[src/logic/pe_ctrl_pkg.sv]
// ~~~~~~~~~~~~~~~~~~~~
// shared sizes and word layouts for the PE control unit
// burst offsets assume DATA_W is a multiple of BYTE_LEN
// ~~~~~~~~~~~~~~~~~~~~
package pe_ctrl_pkg;

  // array shape
  localparam int PE_ROWS = 5;
  localparam int PE_COLS = 5;

  // AXI master side
  localparam int DATA_W = 32;
  localparam int BYTE_LEN = 8;
  localparam int BURST_LEN = 16;
  localparam int BURST_BYTES = BURST_LEN * DATA_W / BYTE_LEN;
  localparam logic [DATA_W-1:0] TARGET_BASE_ADDR = 32'h4000_0000;

  // bursts per buffer kind
  localparam int WEIGHT_BURSTS = 1;
  localparam int INPUT_BURSTS = 2;
  localparam int PSUM_BURSTS = 3;
  localparam int BURST_CNT_W = $clog2(PSUM_BURSTS + 1);

  // mux select widths
  localparam int ROW_MUX_W = 4;
  localparam int PSUM_MUX_W = 3;

  // accelerator parameter word
  typedef struct packed {
    logic        valid;
    logic        start;
    logic        soft_reset;
    logic        spare;
    logic [11:0] chan_c;
    logic [3:0]  tile_size;
    logic [3:0]  stride_u;
    logic [3:0]  filt_s;
    logic [3:0]  filt_r;
  } acc_params_t;

  // memory control word, only the buffer bits act
  typedef struct packed {
    logic [23:0] spare;
    logic        rsvd_7;
    logic        buffer_psums;
    logic [1:0]  rsvd_5_4;
    logic        buffer_inputs;
    logic [1:0]  rsvd_2_1;
    logic        buffer_weights;
  } mem_ctrl_t;

  // one bit per buffer kind
  typedef struct packed {
    logic weights;
    logic inputs;
    logic psums;
  } buf_req_t;

  typedef struct packed {
    logic [12:0] spare_hi;
    logic        psum_err;
    logic        input_err;
    logic        weight_err;
    logic [12:0] spare_lo;
    logic        psums_buffered;
    logic        inputs_buffered;
    logic        weights_buffered;
  } pe_status_t;

endpackage

[src/logic/ctrl_edge_detect.sv]
// ~~~~~~~~~~~~~~~~~~~~
// pulses are registered, one cycle wide
// a level held high through reset pulses once after it
// ~~~~~~~~~~~~~~~~~~~~
module ctrl_edge_detect import pe_ctrl_pkg::*; (
  input  logic        CLK,
  input  logic        rst_n,
  input  acc_params_t acc_params,
  input  mem_ctrl_t   mem_ctrl,
  output logic        start_pulse,
  output buf_req_t    buf_req
);

  logic [3:0] level;
  logic [3:0] level_q;
  logic [3:0] rise_q;

  // start on top, then the buf_req_t order
  assign level = {acc_params.start, mem_ctrl.buffer_weights,
                  mem_ctrl.buffer_inputs, mem_ctrl.buffer_psums};

  always_ff @(posedge CLK) begin
    if (!rst_n) begin
      level_q <= '0;
      rise_q <= '0;
    end else begin
      level_q <= level;
      rise_q <= level & ~level_q;
    end
  end

  assign start_pulse = rise_q[3];
  assign buf_req = rise_q[2:0];

endmodule

[src/logic/array_config.sv]
// ~~~~~~~~~~~~~~~~~~~~
// filt_r and filt_s are expected in 1..5 while valid is high
// mac_enable only drops on reset
// ~~~~~~~~~~~~~~~~~~~~
module array_config import pe_ctrl_pkg::*; (
  input  logic                                   CLK,
  input  logic                                   rst_n,
  input  acc_params_t                            acc_params,
  output logic [PE_ROWS-1:0][PE_COLS-1:0]        add_mux_ctrl,
  output logic [PE_ROWS-1:0][ROW_MUX_W-1:0]      row_out_mux_ctrl,
  output logic [PSUM_MUX_W-1:0]                  psum_out_mux_ctrl,
  output logic                                   mac_enable
);

  always_ff @(posedge CLK) begin
    if (!rst_n) begin
      add_mux_ctrl <= '0;
      row_out_mux_ctrl <= '0;
      psum_out_mux_ctrl <= '0;
      mac_enable <= 1'b0;
    end else if (acc_params.valid) begin
      // active window is the top left filt_r x filt_s corner
      for (int r = 0; r < PE_ROWS; r++) begin
        for (int c = 0; c < PE_COLS; c++) begin
          add_mux_ctrl[r][c] <= (c < int'(acc_params.filt_s)) &&
                                (r < int'(acc_params.filt_r));
        end
      end
      // every row taps the same stage
      for (int r = 0; r < PE_ROWS; r++) begin
        row_out_mux_ctrl[r] <= acc_params.tile_size - 4'd1;
      end
      psum_out_mux_ctrl <= PSUM_MUX_W'(acc_params.filt_r - 4'd1);
      mac_enable <= 1'b1;
    end
  end

  // a filter larger than the array would select rows that do not exist
  a_filt_fits: assert property (@(posedge CLK) disable iff (!rst_n)
    acc_params.valid |-> (int'(acc_params.filt_r) <= PE_ROWS) &&
                         (int'(acc_params.filt_s) <= PE_COLS));

endmodule

[src/logic/buffer_loader.sv]
// ~~~~~~~~~~~~~~~~~~~~
// one burst in flight, next one only after txn_done
// full buffers are flagged as errors, never stalled
// ~~~~~~~~~~~~~~~~~~~~
module buffer_loader import pe_ctrl_pkg::*; (
  input  logic              CLK,
  input  logic              rst_n,
  input  buf_req_t          buf_req,
  input  logic [DATA_W-1:0] weight_base_addr,
  input  logic [DATA_W-1:0] input_base_addr,
  input  logic [DATA_W-1:0] psum_base_addr,
  input  logic [DATA_W-1:0] m_axi_rdata,
  input  logic              rd_beat,
  input  logic              txn_done,
  input  logic              axi_error,
  input  buf_req_t          buf_full,
  output logic              init_rd_txn,
  output logic [DATA_W-1:0] rd_addr,
  output buf_req_t          buf_wr,
  output logic [DATA_W-1:0] buf_wr_data,
  output buf_req_t          buf_done,
  output buf_req_t          buf_err
);

  typedef enum logic [1:0] {
    ST_IDLE,
    ST_ISSUE,
    ST_WAIT,
    ST_FINISH
  } state_t;

  state_t                 state;
  buf_req_t               pend;
  buf_req_t               pick;
  buf_req_t               act_kind;
  logic [BURST_CNT_W-1:0] burst_cnt;
  logic [BURST_CNT_W-1:0] last_idx;
  logic [DATA_W-1:0]      addr_off;
  logic [DATA_W-1:0]      base_sel;
  logic                   err_acc;
  logic                   beat_err;
  logic                   burst_err;

  // weights first, psums last
  always_comb begin
    pick = '0;
    if (pend.weights) begin
      pick.weights = 1'b1;
    end else if (pend.inputs) begin
      pick.inputs = 1'b1;
    end else if (pend.psums) begin
      pick.psums = 1'b1;
    end
  end

  // base address and burst count of the kind being loaded
  always_comb begin
    base_sel = TARGET_BASE_ADDR;
    last_idx = '0;
    if (act_kind.weights) begin
      base_sel = weight_base_addr;
      last_idx = BURST_CNT_W'(WEIGHT_BURSTS - 1);
    end else if (act_kind.inputs) begin
      base_sel = input_base_addr;
      last_idx = BURST_CNT_W'(INPUT_BURSTS - 1);
    end else if (act_kind.psums) begin
      base_sel = psum_base_addr;
      last_idx = BURST_CNT_W'(PSUM_BURSTS - 1);
    end
  end

  assign beat_err = rd_beat && (|(buf_full & act_kind));
  // includes whatever goes wrong in the closing cycle
  assign burst_err = err_acc || beat_err || (txn_done && axi_error);

  always_ff @(posedge CLK) begin
    if (!rst_n) begin
      state <= ST_IDLE;
      pend <= '0;
      act_kind <= '0;
      burst_cnt <= '0;
      addr_off <= '0;
      err_acc <= 1'b0;
      init_rd_txn <= 1'b0;
      rd_addr <= TARGET_BASE_ADDR;
      buf_wr <= '0;
      buf_done <= '0;
      buf_err <= '0;
    end else begin
      init_rd_txn <= 1'b0;
      buf_wr <= '0;
      buf_done <= '0;
      buf_err <= '0;
      pend <= pend | buf_req;
      case (state)
        ST_IDLE: begin
          if (|pend) begin
            pend <= (pend & ~pick) | buf_req;
            act_kind <= pick;
            burst_cnt <= '0;
            addr_off <= '0;
            err_acc <= 1'b0;
            state <= ST_ISSUE;
          end
        end
        ST_ISSUE: begin
          init_rd_txn <= 1'b1;
          rd_addr <= base_sel + addr_off;
          addr_off <= addr_off + DATA_W'(BURST_BYTES);
          state <= ST_WAIT;
        end
        ST_WAIT: begin
          if (rd_beat) begin
            buf_wr <= act_kind;
          end
          if (beat_err) begin
            err_acc <= 1'b1;
          end
          if (txn_done) begin
            if (axi_error) begin
              err_acc <= 1'b1;
            end
            if (burst_cnt == last_idx) begin
              buf_done <= act_kind;
              if (burst_err) begin
                buf_err <= act_kind;
              end
              state <= ST_FINISH;
            end else begin
              burst_cnt <= burst_cnt + 1'b1;
              state <= ST_ISSUE;
            end
          end
        end
        ST_FINISH: begin
          act_kind <= '0;
          rd_addr <= TARGET_BASE_ADDR;
          state <= ST_IDLE;
        end
        default: begin
          state <= ST_IDLE;
        end
      endcase
    end
  end

  always_ff @(posedge CLK) begin
    if (rd_beat) begin
      buf_wr_data <= m_axi_rdata;
    end
  end

  // each init is followed by at least one idle cycle
  a_init_single: assert property (@(posedge CLK) disable iff (!rst_n)
    init_rd_txn |=> !init_rd_txn);

  // beats go to a single buffer
  a_wr_onehot: assert property (@(posedge CLK) disable iff (!rst_n)
    $onehot0(buf_wr));

endmodule

[src/logic/pe_status.sv]
// ~~~~~~~~~~~~~~~~~~~~
// a new request for a kind wins over its done or error pulse
// start clears every error flag
// ~~~~~~~~~~~~~~~~~~~~
module pe_status import pe_ctrl_pkg::*; (
  input  logic       CLK,
  input  logic       rst_n,
  input  logic       start_pulse,
  input  buf_req_t   buf_req,
  input  buf_req_t   buf_done,
  input  buf_req_t   buf_err,
  output pe_status_t pe_status
);

  // buf_req_t order, weights on top
  logic [2:0] buffered;
  logic [2:0] errored;

  always_ff @(posedge CLK) begin
    if (!rst_n) begin
      buffered <= '0;
      errored <= '0;
    end else begin
      buffered <= (buffered | buf_done) & ~buf_req;
      errored <= (errored | buf_err) & ~buf_req & ~{3{start_pulse}};
    end
  end

  always_comb begin
    pe_status = '0;
    pe_status.weight_err = errored[2];
    pe_status.input_err = errored[1];
    pe_status.psum_err = errored[0];
    pe_status.weights_buffered = buffered[2];
    pe_status.inputs_buffered = buffered[1];
    pe_status.psums_buffered = buffered[0];
  end

endmodule

[src/logic/pe_control_unit.sv]
// ~~~~~~~~~~~~~~~~~~~~
// soft_reset acts like resetn_all, at the next clock edge
// buffers and their full flags live outside
// ~~~~~~~~~~~~~~~~~~~~
module pe_control_unit import pe_ctrl_pkg::*; (
  input  logic                              CLK,
  input  logic                              resetn_all,
  input  acc_params_t                       acc_params,
  input  mem_ctrl_t                         mem_ctrl,
  input  logic [DATA_W-1:0]                 weight_base_addr,
  input  logic [DATA_W-1:0]                 input_base_addr,
  input  logic [DATA_W-1:0]                 psum_base_addr,
  input  logic [DATA_W-1:0]                 m_axi_rdata,
  input  logic                              rd_beat,
  input  logic                              txn_done,
  input  logic                              axi_error,
  input  buf_req_t                          buf_full,
  output pe_status_t                        pe_status,
  output logic [PE_ROWS-1:0][PE_COLS-1:0]   add_mux_ctrl,
  output logic [PE_ROWS-1:0][ROW_MUX_W-1:0] row_out_mux_ctrl,
  output logic [PSUM_MUX_W-1:0]             psum_out_mux_ctrl,
  output logic                              mac_enable,
  output logic                              init_rd_txn,
  output logic [DATA_W-1:0]                 rd_addr,
  output buf_req_t                          buf_wr,
  output logic [DATA_W-1:0]                 buf_wr_data
);

  logic     rst_n;
  logic     start_pulse;
  buf_req_t buf_req;
  buf_req_t buf_done;
  buf_req_t buf_err;

  assign rst_n = resetn_all && !acc_params.soft_reset;

  ctrl_edge_detect u_edge (
    .CLK         (CLK),
    .rst_n       (rst_n),
    .acc_params  (acc_params),
    .mem_ctrl    (mem_ctrl),
    .start_pulse (start_pulse),
    .buf_req     (buf_req)
  );

  array_config u_array_cfg (
    .CLK               (CLK),
    .rst_n             (rst_n),
    .acc_params        (acc_params),
    .add_mux_ctrl      (add_mux_ctrl),
    .row_out_mux_ctrl  (row_out_mux_ctrl),
    .psum_out_mux_ctrl (psum_out_mux_ctrl),
    .mac_enable        (mac_enable)
  );

  buffer_loader u_loader (
    .CLK              (CLK),
    .rst_n            (rst_n),
    .buf_req          (buf_req),
    .weight_base_addr (weight_base_addr),
    .input_base_addr  (input_base_addr),
    .psum_base_addr   (psum_base_addr),
    .m_axi_rdata      (m_axi_rdata),
    .rd_beat          (rd_beat),
    .txn_done         (txn_done),
    .axi_error        (axi_error),
    .buf_full         (buf_full),
    .init_rd_txn      (init_rd_txn),
    .rd_addr          (rd_addr),
    .buf_wr           (buf_wr),
    .buf_wr_data      (buf_wr_data),
    .buf_done         (buf_done),
    .buf_err          (buf_err)
  );

  pe_status u_status (
    .CLK         (CLK),
    .rst_n       (rst_n),
    .start_pulse (start_pulse),
    .buf_req     (buf_req),
    .buf_done    (buf_done),
    .buf_err     (buf_err),
    .pe_status   (pe_status)
  );

endmodule

[config.mk]
export PLATFORM = sky130hd
export DESIGN_NAME = pe_control_unit
export DESIGN_NICKNAME = d
export VERILOG_FILES = /design/src/logic/pe_ctrl_pkg.sv /design/src/logic/ctrl_edge_detect.sv /design/src/logic/array_config.sv /design/src/logic/buffer_loader.sv /design/src/logic/pe_status.sv /design/src/logic/pe_control_unit.sv
export SDC_FILE = /design/constraint.sdc
export NUM_CORES = 1
export LEC_CHECK = 0
export ABC_AREA = 0
export BUFFER_PORTS_ARGS = -buffer_cell sky130_fd_sc_hd__buf_2
export CAP_MARGIN = 20
export CORE_ASPECT_RATIO = 0.9
export CORE_MARGIN = 5
export CORE_UTILIZATION = 35
export CTS_CLUSTER_DIAMETER = 150
export DETAILED_ROUTE_END_ITERATION = 16
export GPL_TIMING_DRIVEN = 0
export SYNTH_ARGS = -nofsm -noshare
export SYNTH_HDL_FRONTEND = slang
export SYNTH_SLANG_ARGS = --single-unit
[constraint.sdc]
create_clock -name CLK -period 4.6 [get_ports CLK]
set_input_delay 0.23 -clock CLK [delete_from_list [all_inputs] [get_ports CLK]]
set_output_delay 0.23 -clock CLK [all_outputs]
set_load 0.02 [all_outputs]
## Yosys cells after proc, flatten, opt, wreduce, memory -nomap -nowiden

Cells that the tools add are included.

- Register bits after elaboration: 164
- Bits of input ports: 200
- Output and inout port bits: 149
- Word-level logic and storage cells: 148

- Add/subtract/negate cells: 5
- $lt $le $gt $ge: 10
- Equal/unequal tests: 7
- Multiplexer cells: 32
- Bitwise operators: 14
- Reductions and logical operators: 46

Operators by type and width:

| cell | count |
|---|---|
| $mux 32 | 4 |
| $pmux 32 s2 | 2 |
| $add 32x32->32 | 1 |
| $add 32x7->32 const B | 1 |
| $logic_and 1x1->1 | 28 |
| $mux 2 | 10 |
| $lt 1x4->1 const A | 4 |
| $lt 2x4->1 const A | 4 |
| $and 3x3->3 | 5 |
| $or 3x3->3 | 4 |
| $mux 1 | 9 |
| $mux 3 | 3 |
| $not 3->3 | 3 |
| $lt 3x4->1 const A | 2 |
| $pmux 2 s4 | 1 |
| $reduce_and 2->1 | 4 |
| $reduce_and 4->1 | 2 |
| $reduce_bool 2->1 | 4 |
| $pmux 3 s2 | 1 |
| $reduce_or 3->1 | 2 |
| $reduce_and 5->1 | 1 |
| $and 4x4->4 | 1 |
| $eq 2x2->1 const B | 2 |
| $ne 2x2->1 const B | 2 |
| 13 further kinds | 14 |

## Logic depth before layout (Yosys ltp)

- Word-level depth: 8
- Depth in mapped cells: 16
- Mapped depth without buffers: 13

## Hierarchy

A second synthesis with hierarchy kept.

- Cells, all modules: 957
- Area total of the unflattened synthesis: 8384.3 um^2

Modules (own cells, without submodules):

| module | times used | cells an instance | area an instance (um^2) | seq. area each (um^2) |
|---|---|---|---|---|
| buffer_loader | 1 | 736 | 6269.8 | 2542.4 |
| array_config | 1 | 158 | 1452.6 | 660.6 |
| pe_status | 1 | 46 | 422.9 | 120.1 |
| ctrl_edge_detect | 1 | 16 | 225.2 | 160.2 |
| pe_control_unit | 1 | 1 | 13.8 | 0.0 |

## Least setup slack after synthesis

Ideal clock, no wire load.

- Path kind: reg2reg
- Start: reg u_loader.act_kind[1] in the netlist's numbering
- End: reg u_loader.rd_addr[27]
- Library setup time: 117 ps
- Arrival: 3192 ps
- Required time: 4483 ps
- Path slack: 1291 ps
- Cell stages (with the launch flop): 14
- Path buffers: 2
- Period minus slack after synthesis: 3309 ps
- Cell sequence: dfxtp_1 buf_4 nor2_1 clkbuf_1 a22oi_1 o21ai_0 ha_1 a21oi_1 o221ai_1 a21oi_1 o221ai_2 a41o_1 a211o_1 a32o_1

- Cells in the longest elaborated chain, start to end: 4

Ends and longest elaborated chain:

| item | line | RTL |
|---|---|---|
| start, declared | buffer_loader.sv:35 | `buf_req_t act_kind;` |
| start signal, assigned | buffer_loader.sv:99 | `act_kind <= pick;` |
| $mux 32 | buffer_loader.sv:63 | `end else if (act_kind.inputs) begin` |
| $mux 32 | buffer_loader.sv:60 | `if (act_kind.weights) begin` |
| $add 32x32->32 | buffer_loader.sv:108 | `rd_addr <= base_sel + addr_off;` |
| $pmux 32 s2 | buffer_loader.sv:95 | `case (state)` |
| end signal, assigned | buffer_loader.sv:108 |  |
| end, declared | buffer_loader.sv:18 | `output logic [DATA_W-1:0] rd_addr,` |

Every way passes these cells.
A chain may end at the register's enable or synchronous reset.

## Final worst setup path

- Start: reg u_loader.act_kind[2] in the netlist's numbering
- End: reg u_loader.rd_addr[30]

- Cells in the longest elaborated chain, start to end: 3

Ends and longest elaborated chain:

| item | line |
|---|---|
| $mux 32 | buffer_loader.sv:60 |
| $add 32x32->32 | buffer_loader.sv:108 |
| $pmux 32 s2 | buffer_loader.sv:95 |

Every way passes these cells.

==> results.rst <==
.. list-table::
   :header-rows: 1

   * - Metric
     - Value
   * - Die outline height
     - roughly 150 um
   * - Vias in the first global route
     - 7,671
   * - Worst path max stage delay
     - approximately 0.54 ns
   * - Die span in x
     - around 170 um
   * - Arrival time reported for the critical path endpoint
     - between 4 and 5 ns
   * - Worst hold path startpoint
     - acc_params[12]
   * - Number of enable-type register cells in the synthesized netlist
     - 32
   * - Routed Wire Length
     - ~27 mm
   * - Signed area change from the synthesized netlist to the final layout
     - 35.00%
   * - Status
     - finished clean
   * - Number of nets with antenna violations after detailed routing
     - 0
   * - Clock transition at path regs
     - 0.07 ns
   * - Worst-path maximum fanout
     - 10
   * - Count of warnings emitted by yosys
     - 0
   * - Sinks on the clock net
     - 158
   * - R2r worst-path depth
     - 15
   * - Leak
     - 0.004928 uW
   * - Largest net degree at the start of global routing
     - 35
   * - Mean Syn Cell Area
     - 8.791 um^2
   * - Clock H-tree levels
     - 4
   * - Worst reg2reg path startpoint
     - u_loader.act_kind[2]$_SDFFE_PN0P_
   * - Max-slew violation count
     - 0
   * - Final instance area
     - 10,850 um^2
   * - Fraction of layout instances using a drive strength above 1
     - 0.2931
   * - Count of final hold-check violations
     - 0
   * - Kind of critical path
     - flop to flop
   * - Starting density of the core
     - 0.3559
   * - Detailed-route vias per instance
     - approximately 4.9
   * - Min Tclk post-route
     - 4.367 ns
   * - Power per cell area
     - between 200 and 300 nW/um^2
   * - Grt ovf
     - 0
   * - Inserted Clock Buffers
     - 17
   * - Placed Instance Area
     - 9881 um^2
   * - Die Outline Area
     - 26,090 um^2
   * - DRC
     - 0
   * - Worst Setup End Kind
     - flop
   * - Worst rel slew slack
     - 0.3173
   * - Type of element launching the critical path
     - flop
   * - Global-route wire length before repair
     - about 42 mm
   * - CP Cell Sequence
     - buf_2, clkbuf_1, clkbuf_1, nand2_1, o21ai_0, ha_1, buf_2, and4_1, nand3_1, a311o_1, a21oi_1, o21ai_0, a2111o_1, nand3_1, nor2_1
   * - Number of top-level pins
     - 349
   * - Top delay family on crit path
     - compound AO/OA/AOI/OAI gates
   * - Total global-route track usage
     - 0.2056
   * - Synth Cell Area
     - 8035 um^2
   * - Layout Skew
     - 0.008129 ns
   * - Initial antenna violation count
     - 2
   * - Via count of the routed design
     - 7,821
   * - Number of logic stages on the critical path including buffering
     - 15
   * - Worst setup endpoint
     - u_loader.rd_addr[30]$_SDFFE_PN1P_
   * - Latest clock arrival within the worst-skew pair
     - 0.43 ns
   * - Final period utilization
     - 0.9494
   * - Number of detailed-routing iterations run before antenna repair
     - 4
   * - Min setup slack post-route
     - 0.2327 ns
   * - Commonest register cell after synthesis
     - sky130_fd_sc_hd__dfxtp_1
   * - Buffer levels on the longest clock path
     - 2
   * - Achievable frequency
     - 229.0 MHz
   * - Number of design-rule violations left by the first detailed-router iteration
     - 416
   * - Final setup violation count
     - 0
   * - Required time of the critical path
     - about 4.9 ns
   * - FF+latch count, synth
     - 158
   * - Worst Path Buf+Inv
     - 4
   * - Reg2Reg Setup Slack
     - 0.23 ns
   * - Count of cells along the worst hold path
     - 2
   * - Slowest-stage cell, CP
     - sky130_fd_sc_hd__clkbuf_1
   * - Worst reg2reg path endpoint
     - u_loader.rd_addr[30]$_SDFFE_PN1P_
   * - Sequential cell area fraction in the yosys report
     - 0.4335
   * - Per-cell routed wire length
     - between 15 and 20 um
   * - Async set-reset flop share out of synthesis
     - 0
   * - Synthesized instance count
     - 914
   * - Maximum VDD drop
     - 188.3 uV
   * - Dpl ws
     - -0.4255 ns
   * - Unique cell type count in the Yosys netlist
     - 70
   * - Setup repair after global routing missed its margin
     - no
   * - Final RePlAce weighted congestion
     - about 0.9
   * - Number of max-cap violations
     - 0
   * - Worst slew pin tran
     - 1.015 ns
   * - Final net count
     - 1,505
   * - Total number of placement rows
     - 52
   * - HPWL after detailed placement
     - 21.22 mm
   * - Total of fill cells in the finished design
     - 2,221
   * - Source of the critical timing path
     - u_loader.act_kind[2]$_SDFFE_PN0P_
   * - Type of the tightest min-delay check
     - primary input to flop
   * - Area of the placeable core
     - approximately 23,000 um^2
   * - Number of buffers inserted by port buffering
     - 275
   * - Root buf cell
     - sky130_fd_sc_hd__clkbuf_16
   * - CTS tree
     - done
[what timing repair did]
| item | in CTS | in global routing |
|---|---|---|
| buffers inserted | 0 | 1 |
| pin swaps | 0 | 1 |
| hold endpoints to repair | 35 | 0 |
| hold buffers | 35 | 0 |
| resized for setup | 5 | 3 |
| setup endpoints to repair | 8 | 3 |
| cloned | 0 | 0 |
[logic make-up after synthesis]
logic type | Yosys count | share of synthesized area
flops | 158 | 0.4335
other cells | 1 | 0.0004667
simple gates | 319 | 0.1915
xor+xnor | 46 | 0.05014
buf+inv | 111 | 0.07350
fa+ha+maj | 35 | 0.05450
mux | 4 | 0.005139
compound gates | 240 | 0.1912
[per-layer routing]
layer | track usage | up-vias | routed length, um
met5 | 0 | - | 0
met4 | 0.05941 | 0 | 439
met3 | 0.03723 | 29 | 1611
met2 | 0.3498 | 251 | 13380
met1 | 0.2667 | 3637 | 12050
li1 | - | 3904 | -
[placed cells by master (no fill, tap or decap), types with 12 or more instances in the layout]
cell | Yosys | routed
sky130_fd_sc_hd__buf_2 | 3 | 278
sky130_fd_sc_hd__dfxtp_1 | 126 | 126
sky130_fd_sc_hd__nand2_1 | 89 | 89
sky130_fd_sc_hd__nor2_1 | 81 | 80
sky130_fd_sc_hd__o21ai_0 | 68 | 68
sky130_fd_sc_hd__a21oi_1 | 68 | 68
sky130_fd_sc_hd__buf_4 | 43 | 44
sky130_fd_sc_hd__nand3_1 | 35 | 35
sky130_fd_sc_hd__ha_1 | 35 | 35
sky130_fd_sc_hd__dlygate4sd3_1 | 0 | 35
sky130_fd_sc_hd__clkbuf_1 | 39 | 34
sky130_fd_sc_hd__edfxtp_1 | 32 | 32
sky130_fd_sc_hd__a22oi_1 | 29 | 29
sky130_fd_sc_hd__conb_1 | 1 | 27
sky130_fd_sc_hd__xor2_1 | 24 | 24
sky130_fd_sc_hd__inv_1 | 22 | 22
sky130_fd_sc_hd__xnor2_1 | 22 | 22
sky130_fd_sc_hd__nand2b_1 | 18 | 18
sky130_fd_sc_hd__clkbuf_16 | 0 | 17
sky130_fd_sc_hd__nor2b_1 | 16 | 16
sky130_fd_sc_hd__nor3_1 | 15 | 15
sky130_fd_sc_hd__a21o_1 | 15 | 15
sky130_fd_sc_hd__and3_1 | 12 | 12
[through the flow]
stage                     hold WS [ns]  cells  utilization  setup TNS [ns]  total power (uW)
after floorplan                 0.3289    940            -               0              1677
final                          0.02639   1582       0.4805               0              3241
after global routing          0.006063   1582       0.4805               0              3371
after detailed placement        0.3711   1512       0.4377          -1.538              1825
after CTS                     0.006582   1579       0.4797               0              3280
after global placement          0.3706   1512       0.4377          -1.104              1821
[power by group]
group / total (uW) / internal, uW / switching, uW
clock network: 1420 / 776 / 645
logic: 349 / 150 / 199
registers: 1470 / 1450 / 17.5
total: 3240 / 2380 / 862
[worst register-to-register path, stage by stage (launching register included)]
cell                       delay, ns
sky130_fd_sc_hd__dfxtp_1        0.41
sky130_fd_sc_hd__buf_2          0.29
sky130_fd_sc_hd__clkbuf_1       0.54
sky130_fd_sc_hd__clkbuf_1       0.44
sky130_fd_sc_hd__nand2_1        0.09
sky130_fd_sc_hd__o21ai_0        0.14
sky130_fd_sc_hd__ha_1           0.17
sky130_fd_sc_hd__buf_2          0.19
sky130_fd_sc_hd__and4_1         0.28
sky130_fd_sc_hd__nand3_1        0.15
sky130_fd_sc_hd__a311o_1        0.35
sky130_fd_sc_hd__a21oi_1        0.38
sky130_fd_sc_hd__o21ai_0        0.25
sky130_fd_sc_hd__a2111o_1       0.42
sky130_fd_sc_hd__nand3_1        0.11
sky130_fd_sc_hd__nor2_1         0.05
[registers in the layout, summed over array words and instances (netlist names)]
register                       cells
u_loader.buf_wr_data              32
u_loader.rd_addr                  32
u_loader.addr_off                 26
u_array_cfg.add_mux_ctrl          25
u_array_cfg.row_out_mux_ctrl       4
u_edge.level_q                     4
u_edge.rise_q                      4
u_array_cfg.psum_out_mux_ctrl      3
u_loader.act_kind                  3
u_loader.buf_done                  3
u_loader.buf_err                   3
u_loader.buf_wr                    3
u_loader.pend                      3
u_status.buffered                  3
u_status.errored                   3
u_loader.burst_cnt                 2
u_loader.state                     2
u_array_cfg.mac_enable             1
u_loader.err_acc                   1
u_loader.init_rd_txn               1
[cell type report]
class,count,area [um^2],share of cell area
Sequential cell,158,3483,0.3211
Antenna cell,2,5.005,0.0004614
Timing Repair Buffer,311,1734,0.1599
Buffer,89,514.2,0.04740
Multi-Input combinational cell,671,4066,0.3749
Clock inverter,15,165.2,0.01522
Clock buffer,17,425.4,0.03922
Tap cell,297,371.6,0.03426
Inverter,22,82.58,0.007612
[worst min path at each step]
stage                                                    end
2_1_floorplan              u_loader.buf_wr_data[0]$_DFFE_PP_
3_3_place_gp                     u_edge.rise_q[0]$_SDFF_PN0_
3_5_place_dp                     u_edge.rise_q[1]$_SDFF_PN0_
4_1_cts        u_array_cfg.psum_out_mux_ctrl[0]$_SDFFE_PN0P_
5_1_grt         u_array_cfg.row_out_mux_ctrl[0]$_SDFFE_PN0P_
6_report        u_array_cfg.row_out_mux_ctrl[0]$_SDFFE_PN0P_
[cells in the mapped netlist (4+ instances only)]
cell type	instances	area, um^2
sky130_fd_sc_hd__nand3_1	35	175.2
sky130_fd_sc_hd__nor2_1	81	304.0
sky130_fd_sc_hd__dfxtp_1	126	2522
sky130_fd_sc_hd__nor3_1	15	75.07
sky130_fd_sc_hd__nand2b_1	18	112.6
sky130_fd_sc_hd__edfxtp_1	32	960.9
sky130_fd_sc_hd__ha_1	35	437.9
sky130_fd_sc_hd__a211oi_1	9	67.56
sky130_fd_sc_hd__or3_1	11	68.82
sky130_fd_sc_hd__o21ai_0	68	340.3
sky130_fd_sc_hd__and2_1	8	50.05
sky130_fd_sc_hd__nor4_1	8	50.05
sky130_fd_sc_hd__xnor2_1	22	192.7
sky130_fd_sc_hd__o21a_1	5	37.54
sky130_fd_sc_hd__buf_4	43	322.8
sky130_fd_sc_hd__nand2_1	89	334.1
sky130_fd_sc_hd__and3_1	12	75.07
sky130_fd_sc_hd__a21oi_1	68	340.3
sky130_fd_sc_hd__inv_1	22	82.58
sky130_fd_sc_hd__nand4_1	8	50.05
sky130_fd_sc_hd__or2_2	5	31.28
sky130_fd_sc_hd__a22oi_1	29	217.7
sky130_fd_sc_hd__clkbuf_1	39	146.4
sky130_fd_sc_hd__a22o_1	4	35.03
sky130_fd_sc_hd__nor2b_1	16	100.1
sky130_fd_sc_hd__a32o_1	4	40.04
sky130_fd_sc_hd__a21o_1	15	112.6
sky130_fd_sc_hd__xor2_1	24	210.2
Power figures use the tool's default switching activity.
